===== src/verilog/hist_cfg_pkg.sv =====
`default_nettype none

package hist_cfg_pkg;

    // timestamp width
    localparam int TS_W = 8;

    // bin address width
    // upper bits pick the coarse bin, lower bits the fine bin
    localparam int BIN_W = 4;

    // saturating bin counter, tops out at 31
    localparam int COUNT_W = 5;

    // frame shape, events per pixel per acquisition
    localparam int PIXELS = 4;
    localparam int EVENTS_PER_PIXEL = 8;
    localparam int ACQS = 4;

    // pixel index width, at least one bit
    localparam int PIX_W = (PIXELS > 1) ? $clog2(PIXELS) : 1;

    // coarse pass first, then fine pass
    typedef enum logic {PHASE_COARSE = 1'b0, PHASE_FINE = 1'b1} phase_e;

endpackage

`default_nettype wire

===== src/verilog/hist_stream_pkg.sv =====
`default_nettype none

package hist_stream_pkg;

    import hist_cfg_pkg::*;

    // raw timestamp from the sensor side
    typedef struct packed {
        logic [TS_W-1:0] ts;
    } ts_event_t;

    // timestamp with its place in the frame
    typedef struct packed {
        logic [TS_W-1:0]  ts;
        logic [PIX_W-1:0] pix;
        phase_e           phase;
        // final event of the phase
        logic             last;
    } tagged_event_t;

    // one histogram bin hit
    typedef struct packed {
        logic [PIX_W-1:0]   pix;
        logic [BIN_W-1:0]   bin;
        logic [COUNT_W-1:0] count;
        phase_e             phase;
        // low for a fine event outside the coarse peak
        logic               keep;
        logic               last;
    } bin_update_t;

    // per-pixel result after the fine pass
    typedef struct packed {
        logic [PIX_W-1:0]   pix;
        logic [BIN_W-1:0]   coarse_bin;
        logic [BIN_W-1:0]   fine_bin;
        logic [COUNT_W-1:0] count;
    } peak_report_t;

endpackage

`default_nettype wire


===== src/verilog/hist_top.sv =====
`timescale 1ns/100ps
`default_nettype none

module hist_top
    import hist_stream_pkg::*;
#(
    parameter int TS_W             = hist_cfg_pkg::TS_W,
    parameter int BIN_W            = hist_cfg_pkg::BIN_W,
    parameter int COUNT_W          = hist_cfg_pkg::COUNT_W,
    parameter int PIXELS           = hist_cfg_pkg::PIXELS,
    parameter int EVENTS_PER_PIXEL = hist_cfg_pkg::EVENTS_PER_PIXEL,
    parameter int ACQS             = hist_cfg_pkg::ACQS
) (
    input  logic         clk,
    input  logic         combin_res,
    input  logic         ts_valid,
    input  ts_event_t    ts_in,
    output logic         report_valid,
    output peak_report_t report
);

    logic                         tag_valid;
    tagged_event_t                tag;
    logic                         map_valid;
    bin_update_t                  map;
    logic                         upd_valid;
    bin_update_t                  upd;
    // fed back from the tracker for the fine pass filter
    logic [PIXELS-1:0][BIN_W-1:0] coarse_peaks;

    hist_event_sequencer #(
        .PIXELS(PIXELS), .EVENTS_PER_PIXEL(EVENTS_PER_PIXEL), .ACQS(ACQS)
    ) u_seq (
        .clk(clk), .combin_res(combin_res), .ts_valid(ts_valid), .ts_in(ts_in),
        .tag_valid(tag_valid), .tag(tag)
    );

    hist_bin_mapper #(.PIXELS(PIXELS), .TS_W(TS_W), .BIN_W(BIN_W)) u_map (
        .clk(clk), .combin_res(combin_res), .tag_valid(tag_valid), .tag(tag),
        .coarse_peaks(coarse_peaks), .map_valid(map_valid), .map(map)
    );

    hist_bin_memory #(.PIXELS(PIXELS), .BIN_W(BIN_W), .COUNT_W(COUNT_W)) u_mem (
        .clk(clk), .combin_res(combin_res), .map_valid(map_valid), .map(map),
        .upd_valid(upd_valid), .upd(upd)
    );

    hist_peak_tracker #(.PIXELS(PIXELS), .BIN_W(BIN_W), .COUNT_W(COUNT_W)) u_peak (
        .clk(clk), .combin_res(combin_res), .upd_valid(upd_valid), .upd(upd),
        .coarse_peaks(coarse_peaks), .report_valid(report_valid), .report(report)
    );

endmodule

`default_nettype wire


===== src/verilog/hist_peak_tracker.sv =====
`timescale 1ns/100ps
`default_nettype none

module hist_peak_tracker
    import hist_cfg_pkg::*;
    import hist_stream_pkg::*;
#(
    parameter int PIXELS  = hist_cfg_pkg::PIXELS,
    parameter int BIN_W   = hist_cfg_pkg::BIN_W,
    parameter int COUNT_W = hist_cfg_pkg::COUNT_W
) (
    input  logic                         clk,
    input  logic                         combin_res,
    input  logic                         upd_valid,
    input  bin_update_t                  upd,
    output logic [PIXELS-1:0][BIN_W-1:0] coarse_peaks,
    output logic                         report_valid,
    output peak_report_t                 report
);

    logic [PIXELS-1:0][COUNT_W-1:0] run_max;
    logic [PIXELS-1:0][COUNT_W-1:0] max_next;
    logic [PIXELS-1:0][BIN_W-1:0]   run_arg;
    logic [PIXELS-1:0][BIN_W-1:0]   arg_next;
    logic [PIXELS-1:0][BIN_W-1:0]   peak_q;
    logic [PIXELS-1:0][BIN_W-1:0]   snap_fine;
    logic [PIXELS-1:0][COUNT_W-1:0] snap_cnt;
    logic                           in_coarse;
    logic                           emit_busy;
    logic [PIX_W-1:0]               emit_idx;
    logic                           upd_last;
    logic                           fine_last;

    assign upd_last  = upd_valid && upd.last;
    assign fine_last = upd_last && (upd.phase == PHASE_FINE);

    // strictly greater only, so a tie stays with the earlier bin
    always_comb begin
        max_next = run_max;
        arg_next = run_arg;
        if (upd_valid && upd.keep && upd.count > run_max[upd.pix]) begin
            max_next[upd.pix] = upd.count;
            arg_next[upd.pix] = upd.bin;
        end
    end

    // while the coarse tail drains, early fine events already see
    // the settled argmax of the lower pixels
    assign coarse_peaks = in_coarse ? run_arg : peak_q;

    always_ff @(posedge clk or negedge combin_res) begin
        if (!combin_res) begin
            run_max      <= '0;
            run_arg      <= '0;
            peak_q       <= '0;
            in_coarse    <= 1'b1;
            emit_busy    <= 1'b0;
            emit_idx     <= '0;
            report_valid <= 1'b0;
        end else begin
            if (upd_last) begin
                run_max   <= '0;
                run_arg   <= '0;
                in_coarse <= (upd.phase == PHASE_FINE);
                if (upd.phase == PHASE_COARSE) begin
                    peak_q <= arg_next;
                end
            end else begin
                run_max <= max_next;
                run_arg <= arg_next;
            end
            // walk the snapshot one pixel per cycle
            if (fine_last) begin
                emit_busy <= 1'b1;
                emit_idx  <= '0;
            end else if (emit_busy) begin
                emit_idx <= emit_idx + 1'b1;
                if (emit_idx == PIX_W'(PIXELS - 1)) begin
                    emit_busy <= 1'b0;
                end
            end
            report_valid <= emit_busy;
        end
    end

    // snapshot frees the running state for the next frame
    always_ff @(posedge clk) begin
        if (fine_last) begin
            snap_fine <= arg_next;
            snap_cnt  <= max_next;
        end
        if (emit_busy) begin
            report.pix        <= emit_idx;
            report.coarse_bin <= peak_q[emit_idx];
            report.fine_bin   <= snap_fine[emit_idx];
            report.count      <= snap_cnt[emit_idx];
        end
    end

    // reports only start two cycles after a fine last update
    assert property (@(posedge clk) disable iff (!combin_res)
        $rose(report_valid) |-> $past(upd_valid && upd.last && upd.phase == PHASE_FINE, 2));

endmodule

`default_nettype wire


===== src/verilog/hist_bin_memory.sv =====
`timescale 1ns/100ps
`default_nettype none

module hist_bin_memory
    import hist_cfg_pkg::*;
    import hist_stream_pkg::*;
#(
    parameter int PIXELS  = hist_cfg_pkg::PIXELS,
    parameter int BIN_W   = hist_cfg_pkg::BIN_W,
    parameter int COUNT_W = hist_cfg_pkg::COUNT_W
) (
    input  logic        clk,
    input  logic        combin_res,
    input  logic        map_valid,
    input  bin_update_t map,
    output logic        upd_valid,
    output bin_update_t upd
);

    localparam int DEPTH  = PIXELS * (2 ** BIN_W);
    localparam int ADDR_W = PIX_W + BIN_W;
    localparam logic [COUNT_W-1:0] CNT_MAX = '1;

    // one histogram per pixel with bins side by side
    logic [COUNT_W-1:0] cnt_mem [DEPTH];
    // bin holds a count of this phase
    logic [DEPTH-1:0]   bin_vld;
    logic [ADDR_W-1:0]  addr;
    logic [COUNT_W-1:0] cnt_cur;
    logic [COUNT_W-1:0] cnt_new;
    logic               wr_en;

    assign addr    = {map.pix, map.bin};
    assign wr_en   = map_valid && map.keep;
    assign cnt_cur = cnt_mem[addr];

    // stale bins read as empty and full bins stick at max
    always_comb begin
        if (!bin_vld[addr]) begin
            cnt_new = COUNT_W'(1);
        end else if (cnt_cur == CNT_MAX) begin
            cnt_new = CNT_MAX;
        end else begin
            cnt_new = cnt_cur + 1'b1;
        end
    end

    always_ff @(posedge clk or negedge combin_res) begin
        if (!combin_res) begin
            bin_vld   <= '0;
            upd_valid <= 1'b0;
        end else begin
            upd_valid <= map_valid;
            if (map_valid && map.last) begin
                // drop every flag so the next phase starts on empty bins
                bin_vld <= '0;
            end else if (wr_en) begin
                bin_vld[addr] <= 1'b1;
            end
        end
    end

    // read-modify-write in one cycle so back to back hits see the new value
    always_ff @(posedge clk) begin
        if (wr_en) begin
            cnt_mem[addr] <= cnt_new;
        end
        if (map_valid) begin
            upd.pix   <= map.pix;
            upd.bin   <= map.bin;
            upd.count <= wr_en ? cnt_new : '0;
            upd.phase <= map.phase;
            upd.keep  <= map.keep;
            upd.last  <= map.last;
        end
    end

    // a hit on a live bin never lowers its count so a full bin cannot wrap
    assert property (@(posedge clk) disable iff (!combin_res)
        wr_en && bin_vld[addr] |=> upd.count >= $past(cnt_cur));

endmodule

`default_nettype wire


===== src/verilog/hist_bin_mapper.sv =====
`timescale 1ns/100ps
`default_nettype none

module hist_bin_mapper
    import hist_cfg_pkg::*;
    import hist_stream_pkg::*;
#(
    parameter int PIXELS = hist_cfg_pkg::PIXELS,
    parameter int TS_W   = hist_cfg_pkg::TS_W,
    parameter int BIN_W  = hist_cfg_pkg::BIN_W
) (
    input  logic                         clk,
    input  logic                         combin_res,
    input  logic                         tag_valid,
    input  tagged_event_t                tag,
    input  logic [PIXELS-1:0][BIN_W-1:0] coarse_peaks,
    output logic                         map_valid,
    output bin_update_t                  map
);

    logic [BIN_W-1:0] ts_hi;
    logic [BIN_W-1:0] ts_lo;
    logic             is_coarse;
    logic             keep;

    // coarse bin from the top bits
    assign ts_hi = tag.ts[TS_W-1 -: BIN_W];
    // fine bin from the bottom bits
    assign ts_lo = tag.ts[BIN_W-1:0];

    assign is_coarse = (tag.phase == PHASE_COARSE);

    // fine pass only counts hits inside the coarse peak of this pixel
    assign keep = is_coarse || (ts_hi == coarse_peaks[tag.pix]);

    always_ff @(posedge clk or negedge combin_res) begin
        if (!combin_res) begin
            map_valid <= 1'b0;
        end else begin
            // dropped events still flow, last must reach the memory
            map_valid <= tag_valid;
        end
    end

    always_ff @(posedge clk) begin
        if (tag_valid) begin
            map.pix   <= tag.pix;
            map.bin   <= is_coarse ? ts_hi : ts_lo;
            // filled in by the memory
            map.count <= '0;
            map.phase <= tag.phase;
            map.keep  <= keep;
            map.last  <= tag.last;
        end
    end

endmodule

`default_nettype wire


===== src/verilog/hist_event_sequencer.sv =====
`timescale 1ns/100ps
`default_nettype none

module hist_event_sequencer
    import hist_cfg_pkg::*;
    import hist_stream_pkg::*;
#(
    parameter int PIXELS           = hist_cfg_pkg::PIXELS,
    parameter int EVENTS_PER_PIXEL = hist_cfg_pkg::EVENTS_PER_PIXEL,
    parameter int ACQS             = hist_cfg_pkg::ACQS
) (
    input  logic          clk,
    input  logic          combin_res,
    input  logic          ts_valid,
    input  ts_event_t     ts_in,
    output logic          tag_valid,
    output tagged_event_t tag
);

    localparam int EV_W  = (EVENTS_PER_PIXEL > 1) ? $clog2(EVENTS_PER_PIXEL) : 1;
    localparam int ACQ_W = (ACQS > 1) ? $clog2(ACQS) : 1;

    logic [EV_W-1:0]  ev_cnt;
    logic [PIX_W-1:0] pix_cnt;
    logic [ACQ_W-1:0] acq_cnt;
    phase_e           phase;
    logic             ev_wrap;
    logic             pix_wrap;
    logic             acq_wrap;

    // end of each nesting level
    assign ev_wrap  = (ev_cnt == EV_W'(EVENTS_PER_PIXEL - 1));
    assign pix_wrap = (pix_cnt == PIX_W'(PIXELS - 1));
    assign acq_wrap = (acq_cnt == ACQ_W'(ACQS - 1));

    // events inside pixel inside acquisition
    always_ff @(posedge clk or negedge combin_res) begin
        if (!combin_res) begin
            ev_cnt    <= '0;
            pix_cnt   <= '0;
            acq_cnt   <= '0;
            phase     <= PHASE_COARSE;
            tag_valid <= 1'b0;
        end else begin
            tag_valid <= ts_valid;
            if (ts_valid) begin
                if (!ev_wrap) begin
                    ev_cnt <= ev_cnt + 1'b1;
                end else begin
                    ev_cnt <= '0;
                    if (!pix_wrap) begin
                        pix_cnt <= pix_cnt + 1'b1;
                    end else begin
                        pix_cnt <= '0;
                        if (!acq_wrap) begin
                            acq_cnt <= acq_cnt + 1'b1;
                        end else begin
                            // whole sweep done, swap pass
                            acq_cnt <= '0;
                            phase   <= (phase == PHASE_COARSE) ? PHASE_FINE : PHASE_COARSE;
                        end
                    end
                end
            end
        end
    end

    // tag follows the strobe
    always_ff @(posedge clk) begin
        if (ts_valid) begin
            tag.ts    <= ts_in.ts;
            tag.pix   <= pix_cnt;
            tag.phase <= phase;
            tag.last  <= ev_wrap && pix_wrap && acq_wrap;
        end
    end

    // frame counters stay inside the configured shape
    assert property (@(posedge clk) disable iff (!combin_res)
        int'(ev_cnt) < EVENTS_PER_PIXEL && int'(pix_cnt) < PIXELS && int'(acq_cnt) < ACQS);

endmodule

`default_nettype wire


===== config.mk =====
export PLATFORM = sky130hd
export DESIGN_NAME = hist_top
export DESIGN_NICKNAME = d
export VERILOG_FILES = /design/src/verilog/hist_cfg_pkg.sv /design/src/verilog/hist_stream_pkg.sv /design/src/verilog/hist_top.sv /design/src/verilog/hist_peak_tracker.sv /design/src/verilog/hist_bin_memory.sv /design/src/verilog/hist_bin_mapper.sv /design/src/verilog/hist_event_sequencer.sv
export SDC_FILE = /design/constraint.sdc
export NUM_CORES = 1
export LEC_CHECK = 0
export BUFFER_PORTS_ARGS = -buffer_cell sky130_fd_sc_hd__buf_2
export CORE_ASPECT_RATIO = 0.75
export CORE_UTILIZATION = 50
export CTS_BUF_LIST = sky130_fd_sc_hd__clkbuf_8
export CTS_CLUSTER_DIAMETER = 30
export DETAILED_ROUTE_END_ITERATION = 12
export HOLD_SLACK_MARGIN = 0.15
export PLACE_DENSITY = 0.68
export SYNTH_ARGS = -nofsm -noshare
export SYNTH_HDL_FRONTEND = slang
export SYNTH_HIERARCHICAL = 1
export SYNTH_SLANG_ARGS = --single-unit
export TNS_END_PERCENT = 20

===== constraint.sdc =====
create_clock -name clk -period 5.1 [get_ports clk]
set_clock_uncertainty 0.05 [all_clocks]
set_input_delay 1.02 -clock clk [delete_from_list [all_inputs] [get_ports clk]]
set_output_delay 1.02 -clock clk [all_outputs]
set_load 0.01 [all_outputs]

Word-level counts from Yosys, hierarchy flattened
Memories as Yosys holds them, arrays and structs flattened. A register that Yosys moved wholly into a read port is not among the register bits.
Index checks and enable logic that the tools add are counted.
{"block": "totals", "in_bits": 11, "ff_bits": 218, "n_memories": 1, "wordCells": 132, "mem_bits_rw": 320, "out_inout_bits": 16}
{"name": "u_mem.cnt_mem", "words": 64, "word_bits": 5, "read_ports": 1, "rd_ports_with_merged_regs": 1, "wr": 1, "line": "hist_bin_memory.sv:25", "source": "logic [COUNT_W-1:0] cnt_mem [DEPTH];"}
{"block": "classes", "n_mux": 42, "reduce_logical": 17, "n_lt_le_gt_ge": 7, "n_bitwise": 3, "addsub": 5, "n_eq_ne": 6}
{"op": "$mux 64", "count": 2}
{"op": "$or 64x64->64", "count": 1}
{"op": "$mux 16", "count": 3}
{"op": "$mux 20", "count": 2}
{"op": "$mux 5", "count": 5}
{"op": "$bmux 4 s2", "count": 3}
{"op": "$bmux 5 s2", "count": 2}
{"op": "$bwmux 20", "count": 1}
{"op": "$mux 4", "count": 5}
{"op": "$bwmux 16", "count": 1}
{"op": "$demux 5 s2", "count": 1}
{"op": "$logic_and 1x1->1", "count": 10}
{"op": "$lt 2x3->1 const B", "count": 3}
{"op": "$demux 4 s2", "count": 1}
{"op": "$mux 1", "count": 8}
{"op": "$mux 2", "count": 4}
{"op": "$lt 6x7->1 const B", "count": 1}
{"op": "$add 2x1->2 const B", "count": 3}
{"op": "$bmux 1 s6", "count": 1}
{"op": "$demux 1 s6", "count": 1}
{"op": "$eq 2x2->1 const B", "count": 3}
{"op": "$ge 6x1->1 const B", "count": 1}
{"op": "$mux 6", "count": 1}
{"op": "$add 5x1->5 const B", "count": 1}
{"op": "other kinds (13)", "count": 16}

Longest topological paths before layout
Gate-level depths: netlist of run 1.
{"block": "logic_depth", "word_depth": 7, "ltp_mapped": 17, "depth_no_buf": 11}

Cells and area by module
Netlist of run 1, hierarchy kept.
{"module": "hist_bin_memory", "area_per_inst_um2": 15955.3, "seq_area_each_um2": 11656.2, "cells_each": 945, "instances": 1}
{"module": "hist_peak_tracker", "area_per_inst_um2": 4790.8, "seq_area_each_um2": 2959.1, "cells_each": 314, "instances": 1}
{"module": "hist_event_sequencer", "area_per_inst_um2": 765.7, "seq_area_each_um2": 585.6, "cells_each": 42, "instances": 1}
{"module": "hist_bin_mapper", "area_per_inst_um2": 530.5, "seq_area_each_um2": 295.3, "cells_each": 29, "instances": 1}

Worst setup path before layout of run 1
No wires, ideal clock.
{"block": "synth_path", "path_kind": "register -> register", "from": "reg u_map/map[10] (netlist name)", "to": "mem u_mem.cnt_mem[0][2] (data pin)", "setup_time_ns": 0.499, "setup_slack_ns": 0.338, "period_less_slack_ns": 4.762, "path_stages_with_launch": 17, "arrival_ns": 4.213, "cell_sequence": "edfxtp_1 -> buf_2 -> buf_2 -> buf_2 -> buf_2 -> buf_2 -> mux2i_1 -> o22ai_1 -> nand3_1 -> o211ai_1 -> nor3_1 -> nand4_1 -> ha_1 -> inv_1 -> nor4b_2 -> nor2_1 -> nor2_1"}
{"block": "synth_via", "elab_chain_cells": 3}
{"element": "$bmux 1 s6", "line": "hist_bin_memory.sv:39", "source": "if (!bin_vld[addr]) begin"}
{"element": "$mux 1 (not written as such)", "line": "hist_bin_memory.sv:39"}
{"element": "$mux 5", "line": "hist_bin_memory.sv:39"}
{"element": "via u_mem.cnt_new[2]", "line": "hist_bin_memory.sv:30", "source": "logic [COUNT_W-1:0] cnt_new;"}
{"element": "end, declared", "line": "hist_bin_memory.sv:25"}
The timed path passes the listed nets, and every way through them passes these cells. The select of a mux whose other input is x is not followed.

Worst setup path in the final report of run 1
{"block": "layout_path", "from": "reg u_map/map[9] (netlist name)", "to": "reg u_mem/upd[3] (netlist name)"}
{"block": "layout_via", "elab_chain_cells": 3}
{"element": "$bmux 1 s6", "line": "hist_bin_memory.sv:39"}
{"element": "$mux 1 (not written as such)", "line": "hist_bin_memory.sv:39"}
{"element": "$mux 5", "line": "hist_bin_memory.sv:39"}
{"element": "via u_mem.cnt_new[0]", "line": "hist_bin_memory.sv:30"}
The timed path passes the listed nets, and every way through them passes these cells. The select of a mux whose other input is x is not followed.
A chain may end at the register's enable or synchronous reset.

==> flow_summary_export.csv, run 1 <==
group,metric,value,unit
global_route,grt_pass1_wl,80.99,mm
critical_path,end_kind,"flip-flop",
layout,multi_input_area,0.006058,sq mm
synthesis,syn-instance-count,1324,
timing,final_max_slew_viol_count,0,
critical_path,crit_path_start_kind,"flip-flop",
critical_path,path_cells,"buf_4, nor2_1, a222oi_1, a21oi_1, nor3_1, nand4_1, ha_1, inv_1, nor4b_2, or3_4, and2_1",
timing,fin_crit_sh,89.01,%
run_status,status,"completed",
layout,design_area,0.02477,sq mm
place,place_area,0.02277,sq mm
critical_path,critPathTopFamily,"simple AND/OR/NAND/NOR gates",
synthesis,synth_area,0.02200,sq mm
timing,slew-limit-headroom,10.93,%
power,leakage,0.009322,uW
drt,routed_wl,53.84,mm
clock_tree,cts_tree,"built",
global_route,grt_max_degree,80,
hold_path,hold_path_class,"in -> async",
clock_tree,ctsHoldBuffers,0,
clock_tree,clk_latency,650,ps
floorplanning,die_h,183.7,um
clock_tree,clkTransAtPathRegs,60,ps
timing,timing.fmax,220.3,MHz
place,place.gp.congestion,0.9268,
timing,grt_setup_unrepaired,"no",
critical_path,slowest_stage,"nor2_1",
layout,diodes,0,
drt,first_pass_iters,5,
place,numPortBuffers,26,
drt,antenna_left,0,
layout,fill_cells,3360,
timing,fin_crit,4540,ps
global_route,grt_pass1_vias,12541,
power,p_per_area,431.3,mW/mm^2
critical_path,slowest_delay,1080,ps
clock_tree,cts_root_buf,"clkbuf_8",
floorplanning,die_w,244.2,um
critical_path,cp.arrival,4990,ps
layout,ff_latch_area,0.01550,sq mm
drt,avgRoutedWirePerCell,26.23,um
timing,setup_viol,0,
global_route,grt_overflow,0,
critical_path,cp_num_buf_inv,2,
floorplanning,io-pin-count,27,
clock_tree,cts_max_path_buffers,3,
floorplanning,core,0.04335,sq mm
clock_tree,clock-sinks,538,
floorplanning,rows,66,
clock_tree,h-tree-depth,3,
layout,syn2layout_area_growth,12.56,%
floorplanning,die_area,0.04485,sq mm
clock_tree,cts_setup_buffers,0,
run,max_cap_violations,0,
place,dp.final_hpwl,33.85,mm
timing,finalHoldViolations,0,
power,finalPower,10680,uW
power,vdd_drop_max,238.5,uV
layout,final_layout_size_suffix_gt1_share,22.85,%
global_route,grt_usage,24.63,%
layout,fin_nets,1420,
timing,worstMarginPinSlew,1331,ps
synthesis,syn_area_per_cell,16.62,sq um
critical_path,path_class,"reg -> reg",
drt,remaining_drc_errors,0,
critical_path,critPathRequiredTime,5550,ps
drt,drt_iter0_markers,1649,
drt,viasPerCell,6.199,
critical_path,crit_fanout,65,
clock_tree,cts_resized,0,
synthesis,yosys_warnings,6,
global_route,grt_antenna_before_repair,0,
synthesis,syn-num-nets,1346,
floorplanning,start_util,50.75,%
drt,vias,12727,
timing,tns,0,ps
clock_tree,cts_buffers,93,
## final cells by class
cell class                      instances  area share (%)
Multi-Input combinational cell        680           24.46
Clock inverter                         73           2.556
Sequential cell                       538           62.57
Inverter                               30          0.4547
Clock buffer                           99           5.502
Tap cell                              578           2.920
Timing Repair Buffer                   55           1.531
## registers in the layout (all words and copies together), names as in the netlist
signal	cells
u_mem/upd	14
u_peak/report	15
u_mem/bin_vld	64
u_peak/snap_cnt	20
u_peak/run_arg	16
u_peak/peak_q	16
u_peak/snap_fine	16
u_seq/tag_valid	1
u_seq/pix_cnt	2
u_seq/acq_cnt	2
u_map/map_valid	1
u_seq/ev_cnt	3
u_peak/in_coarse	1
u_seq/tag	12
u_peak/emit_idx	2
u_peak/report_valid	1
u_map/map	9
u_mem/cnt_mem	320
u_seq/phase	1
u_peak/emit_busy	1
u_peak/run_max	20
u_mem/upd_valid	1
## path summary, 6_finish.rpt
kind,to,depth (start not counted),from,slack [ps]
max in group asynchronous,u_mem/bin_vld[16],2,combin_res,3660
min in group clk,u_map/map[0],0,u_seq/tag[0],370
min,u_peak/run_arg[3],1,combin_res,300
max reg2reg,u_mem/upd[3],11,u_map/map[9],560
min reg2reg,u_map/map[0],0,u_seq/tag[0],370
max,u_mem/upd[3],11,u_map/map[9],560
## layer usage
metal / wire length [um] / vias to the layer above / GRT usage (%)
met5: 0 / - / 0
met4: 1218 / 0 / 6.950
met3: 6154 / 105 / 7.561
met2: 22870 / 687 / 33.53
met1: 23600 / 6566 / 37.94
li1: - / 5369 / -
## power breakdown
part / internal, uW / switching [uW]
sequential: 5080 / 230
combinational: 515 / 718
clock: 2370 / 1760
total: 7970 / 2710
## per-stage QoR
| step | cells | hold WS (ps) | util [%] | worst slack (ps) |
|---|---|---|---|---|
| 2_1_floorplan | 1324 | 350.3 | - | 337.6 |
| 3_3_place_gp | 1881 | 361.2 | 52.52 | 891.7 |
| 6_report | 2053 | 301.7 | 57.12 | 560.3 |
| 5_1_grt | 2053 | 314.1 | 57.12 | 397.9 |
| 4_1_cts | 2053 | 295.9 | 57.12 | 705.8 |
| 3_5_place_dp | 1881 | 354.5 | 52.52 | 764.3 |
## worst reg2reg max path: stages, from the launching register on
cell and delay (ps):
edfxtp_1 480, buf_4 370, nor2_1 1100, a222oi_1 250
a21oi_1 310, nor3_1 90, nand4_1 180, ha_1 240
inv_1 80, nor4b_2 380, or3_4 650, and2_1 220
## placed cells by master (no fill, tap or decap), types with 20 or more instances in the layout
cell and n:
edfxtp_1 406, dfrtp_1 131, nor2_1 121, clkbuf_8 99
o21a_1 64, inv_1 58, mux4_2 57, mux2i_1 54
mux2_2 43, a221oi_1 42, and2_1 29, nand2_1 28
buf_4 27, a21oi_1 26, buf_2 25, mux2_4 20
Note: power is estimated with default switching activity, not from simulation.
==> inputs of run 2 (changes only) <==
--- a/config.mk
+++ b/config.mk
@@ -6,13 +6,15 @@
 export NUM_CORES = 1
 export LEC_CHECK = 0
 export BUFFER_PORTS_ARGS = -buffer_cell sky130_fd_sc_hd__buf_2
+export CELL_PAD_IN_SITES_DETAIL_PLACEMENT = 1
+export CELL_PAD_IN_SITES_GLOBAL_PLACEMENT = 2
 export CORE_ASPECT_RATIO = 0.75
-export CORE_UTILIZATION = 50
+export CORE_UTILIZATION = 45
 export CTS_BUF_LIST = sky130_fd_sc_hd__clkbuf_8
 export CTS_CLUSTER_DIAMETER = 30
 export DETAILED_ROUTE_END_ITERATION = 12
 export HOLD_SLACK_MARGIN = 0.15
-export PLACE_DENSITY = 0.68
+export PLACE_DENSITY_LB_ADDON = 0.1
 export SYNTH_ARGS = -nofsm -noshare
 export SYNTH_HDL_FRONTEND = slang
 export SYNTH_HIERARCHICAL = 1
==> run 2 against run 1 <==
  * Clock power is 11% higher
  * Sequential cell count unchanged
  * Via count rose by 0.89%
  * Combinational power about the same
  * First-iteration DRC count decreased by 22%
  * Final cell count rose by 4.5%
  * Sequential share of layout area is 1.1 points lower
  * Largest cell class unchanged
  * Highest routed layer is now met5
==> flow_summary_export.csv, run 2 (synthesized netlist as in run 1, its figures left out) <==
group,metric,value,unit
timing,worstMarginPinSlew,1172,ps
critical_path,r2r_slack,570,ps
timing,timing.fmax,220.7,MHz
floorplanning,core,0.04783,sq mm
clock_tree,cts_tree,"built",
layout,multi_input_area,0.006060,sq mm
clock_tree,cts_root_buf,"clkbuf_8",
place,place.gp.congestion,0.8933,
clock_tree,h-tree-depth,3,
clock_tree,cts_setup_buffers,0,
drt,avgRoutedWirePerCell,28.59,um
drt,vias,12840,
drt,remaining_drc_errors,0,
floorplanning,rows,69,
power,vdd_drop_max,217.5,uV
global_route,met3_usage,7.049,%
critical_path,end_kind,"flip-flop",
layout,fill_cells,4553,
critical_path,path_common_cell,"buf_4",
critical_path,cp_num_buf_inv,2,
critical_path,crit_fanout,42,
global_route,grt_max_degree,85,
layout,largest-register,"u_mem/cnt_mem",
place,dp_cells,1949,
global_route,grt_pass1_wl,91.82,mm
power,p_per_area,443.7,mW/mm^2
timing,finalHoldViolations,0,
drt,routed_wl,61.36,mm
global_route,top_usage_layer,"met1",
timing,fin_crit_sh,88.85,%
floorplanning,io-pin-count,27,
global_route,grt_pass1_vias,13380,
critical_path,critical_path_depth,8,
clock_tree,cts_resized,0,
power,leakage,0.009503,uW
clock_tree,ctsHoldBuffers,0,
timing,tns,0,ps
timing,hold_ws,237.1,ps
hold_path,hold_path_class,"in -> async",
global_route,grt_usage,25.36,%
floorplanning,die_h,193.5,um
timing,setup_viol,0,
critical_path,rr_worst_depth,8,
timing,grt_setup_unrepaired,"no",
critical_path,slowest_stage,"nor2b_1",
critical_path,critPathTopFamily,"simple AND/OR/NAND/NOR gates",
layout,final_cell_mix,"edfxtp_1, dfrtp_1, nor2_1",
timing,fin_crit,4532,ps
clock_tree,cts_max_path_buffers,3,
timing,slew-limit-headroom,21.74,%
layout,final_layout_size_suffix_gt1_share,24.83,%
run_status,status,"completed",
place,place_ws,626.6,ps
place,numPortBuffers,26,
layout,largest_register_ffs,320,
layout,syn2layout_area_growth,14.52,%
clock_tree,cts_buffers,104,
drt,viasPerCell,5.983,
clock_tree,clkTransAtPathRegs,60,ps
clock_tree,clk_latency,720,ps
floorplanning,die_w,257.3,um
critical_path,path_cells,"buf_4, nor2b_1, a222oi_1, a211oi_1, nor4_1, and2_1, or3_4, buf_4",
clock_tree,clock-sinks,538,
critical_path,crit_path_start_kind,"flip-flop",
run,max_cap_violations,0,
drt,first_pass_iters,6,
layout,fin_util,52.68,%
critical_path,slowest_delay,970,ps
drt,drt_iter0_markers,1293,
layout,final_cells,2146,
global_route,gr-usage-met2,34.12,%
place,dp.final_hpwl,40.02,mm
floorplanning,die_area,0.04979,sq mm
layout,final_common_cell,"edfxtp_1",
layout,top_regs,"u_mem/cnt_mem x320, u_mem/bin_vld x64",
timing,layout_setup_ws,568.5,ps
global_route,grt_overflow,0,
critical_path,critPathRequiredTime,5470,ps
floorplanning,start_util,46.00,%
timing,final_max_slew_viol_count,0,
layout,fin_nets,1438,
global_route,grt_antenna_before_repair,1,
drt,antenna_left,0,
critical_path,path_class,"reg -> reg",
global_route,grtUsageMet1,40.00,%
layout,ff_latch_area,0.01550,sq mm
critical_path,cp.arrival,4900,ps
-- run 2: cell count changes in the layout (fill, tap and decap cells not counted) --
cell and delta:
clkinv_1 +1, and3_2 +1, and3_1 -1, inv_1 -6, buf_12 +3, clkbuf_8 +17, clkinv_4 +1, inv_8 +1
diode_2 +1, clkinv_2 +11, bufinv_16 -1, buf_4 +4
-- run 2: area by class of cell --
class,count,area share (%)
flip-flops and latches,538,61.50
repair buffers,62,1.862
well taps,639,3.173
inverters,30,0.4469
clock buffers,116,6.337
clock inverters,80,2.617
diodes,1,0.009932
multi-input cells,680,24.05
-- run 2: stage by stage --
stage                     instance area (sq um)  power, uW
after floorplan                           22000       6161
after global placement                    22940       6658
after detailed placement                  22940       6697
after CTS                                 25190      11270
after global routing                      25190      11580
final                                     25200      11180
-- run 2: path summary, 6_finish.rpt --
| path | end | from |
|---|---|---|
| setup reg to reg | u_mem/cnt_mem[5][0] | u_map/map[8] |
| hold / removal | u_mem/bin_vld[48] | combin_res |
| setup / recovery | u_mem/cnt_mem[5][0] | u_map/map[8] |
| max in group asynchronous | u_peak/emit_busy | combin_res |
| min in group clk | u_mem/upd[2] | u_map/map[2] |
| hold reg to reg | u_mem/upd[2] | u_map/map[2] |
-- run 2: layer usage --
| layer | vias to the layer above | wire length (um) |
|---|---|---|
| met5 | - | 12 |
| met4 | 2 | 1135 |
| met3 | 100 | 5142 |
| met2 | 505 | 25370 |
| met1 | 6831 | 29700 |
| li1 | 5402 | - |
-- run 2: where the power goes --
part | total (uW) | internal (uW) | switching (uW)
registers | 5350 | 5080 | 263
clock network | 4570 | 2620 | 1940
logic | 1260 | 525 | 739
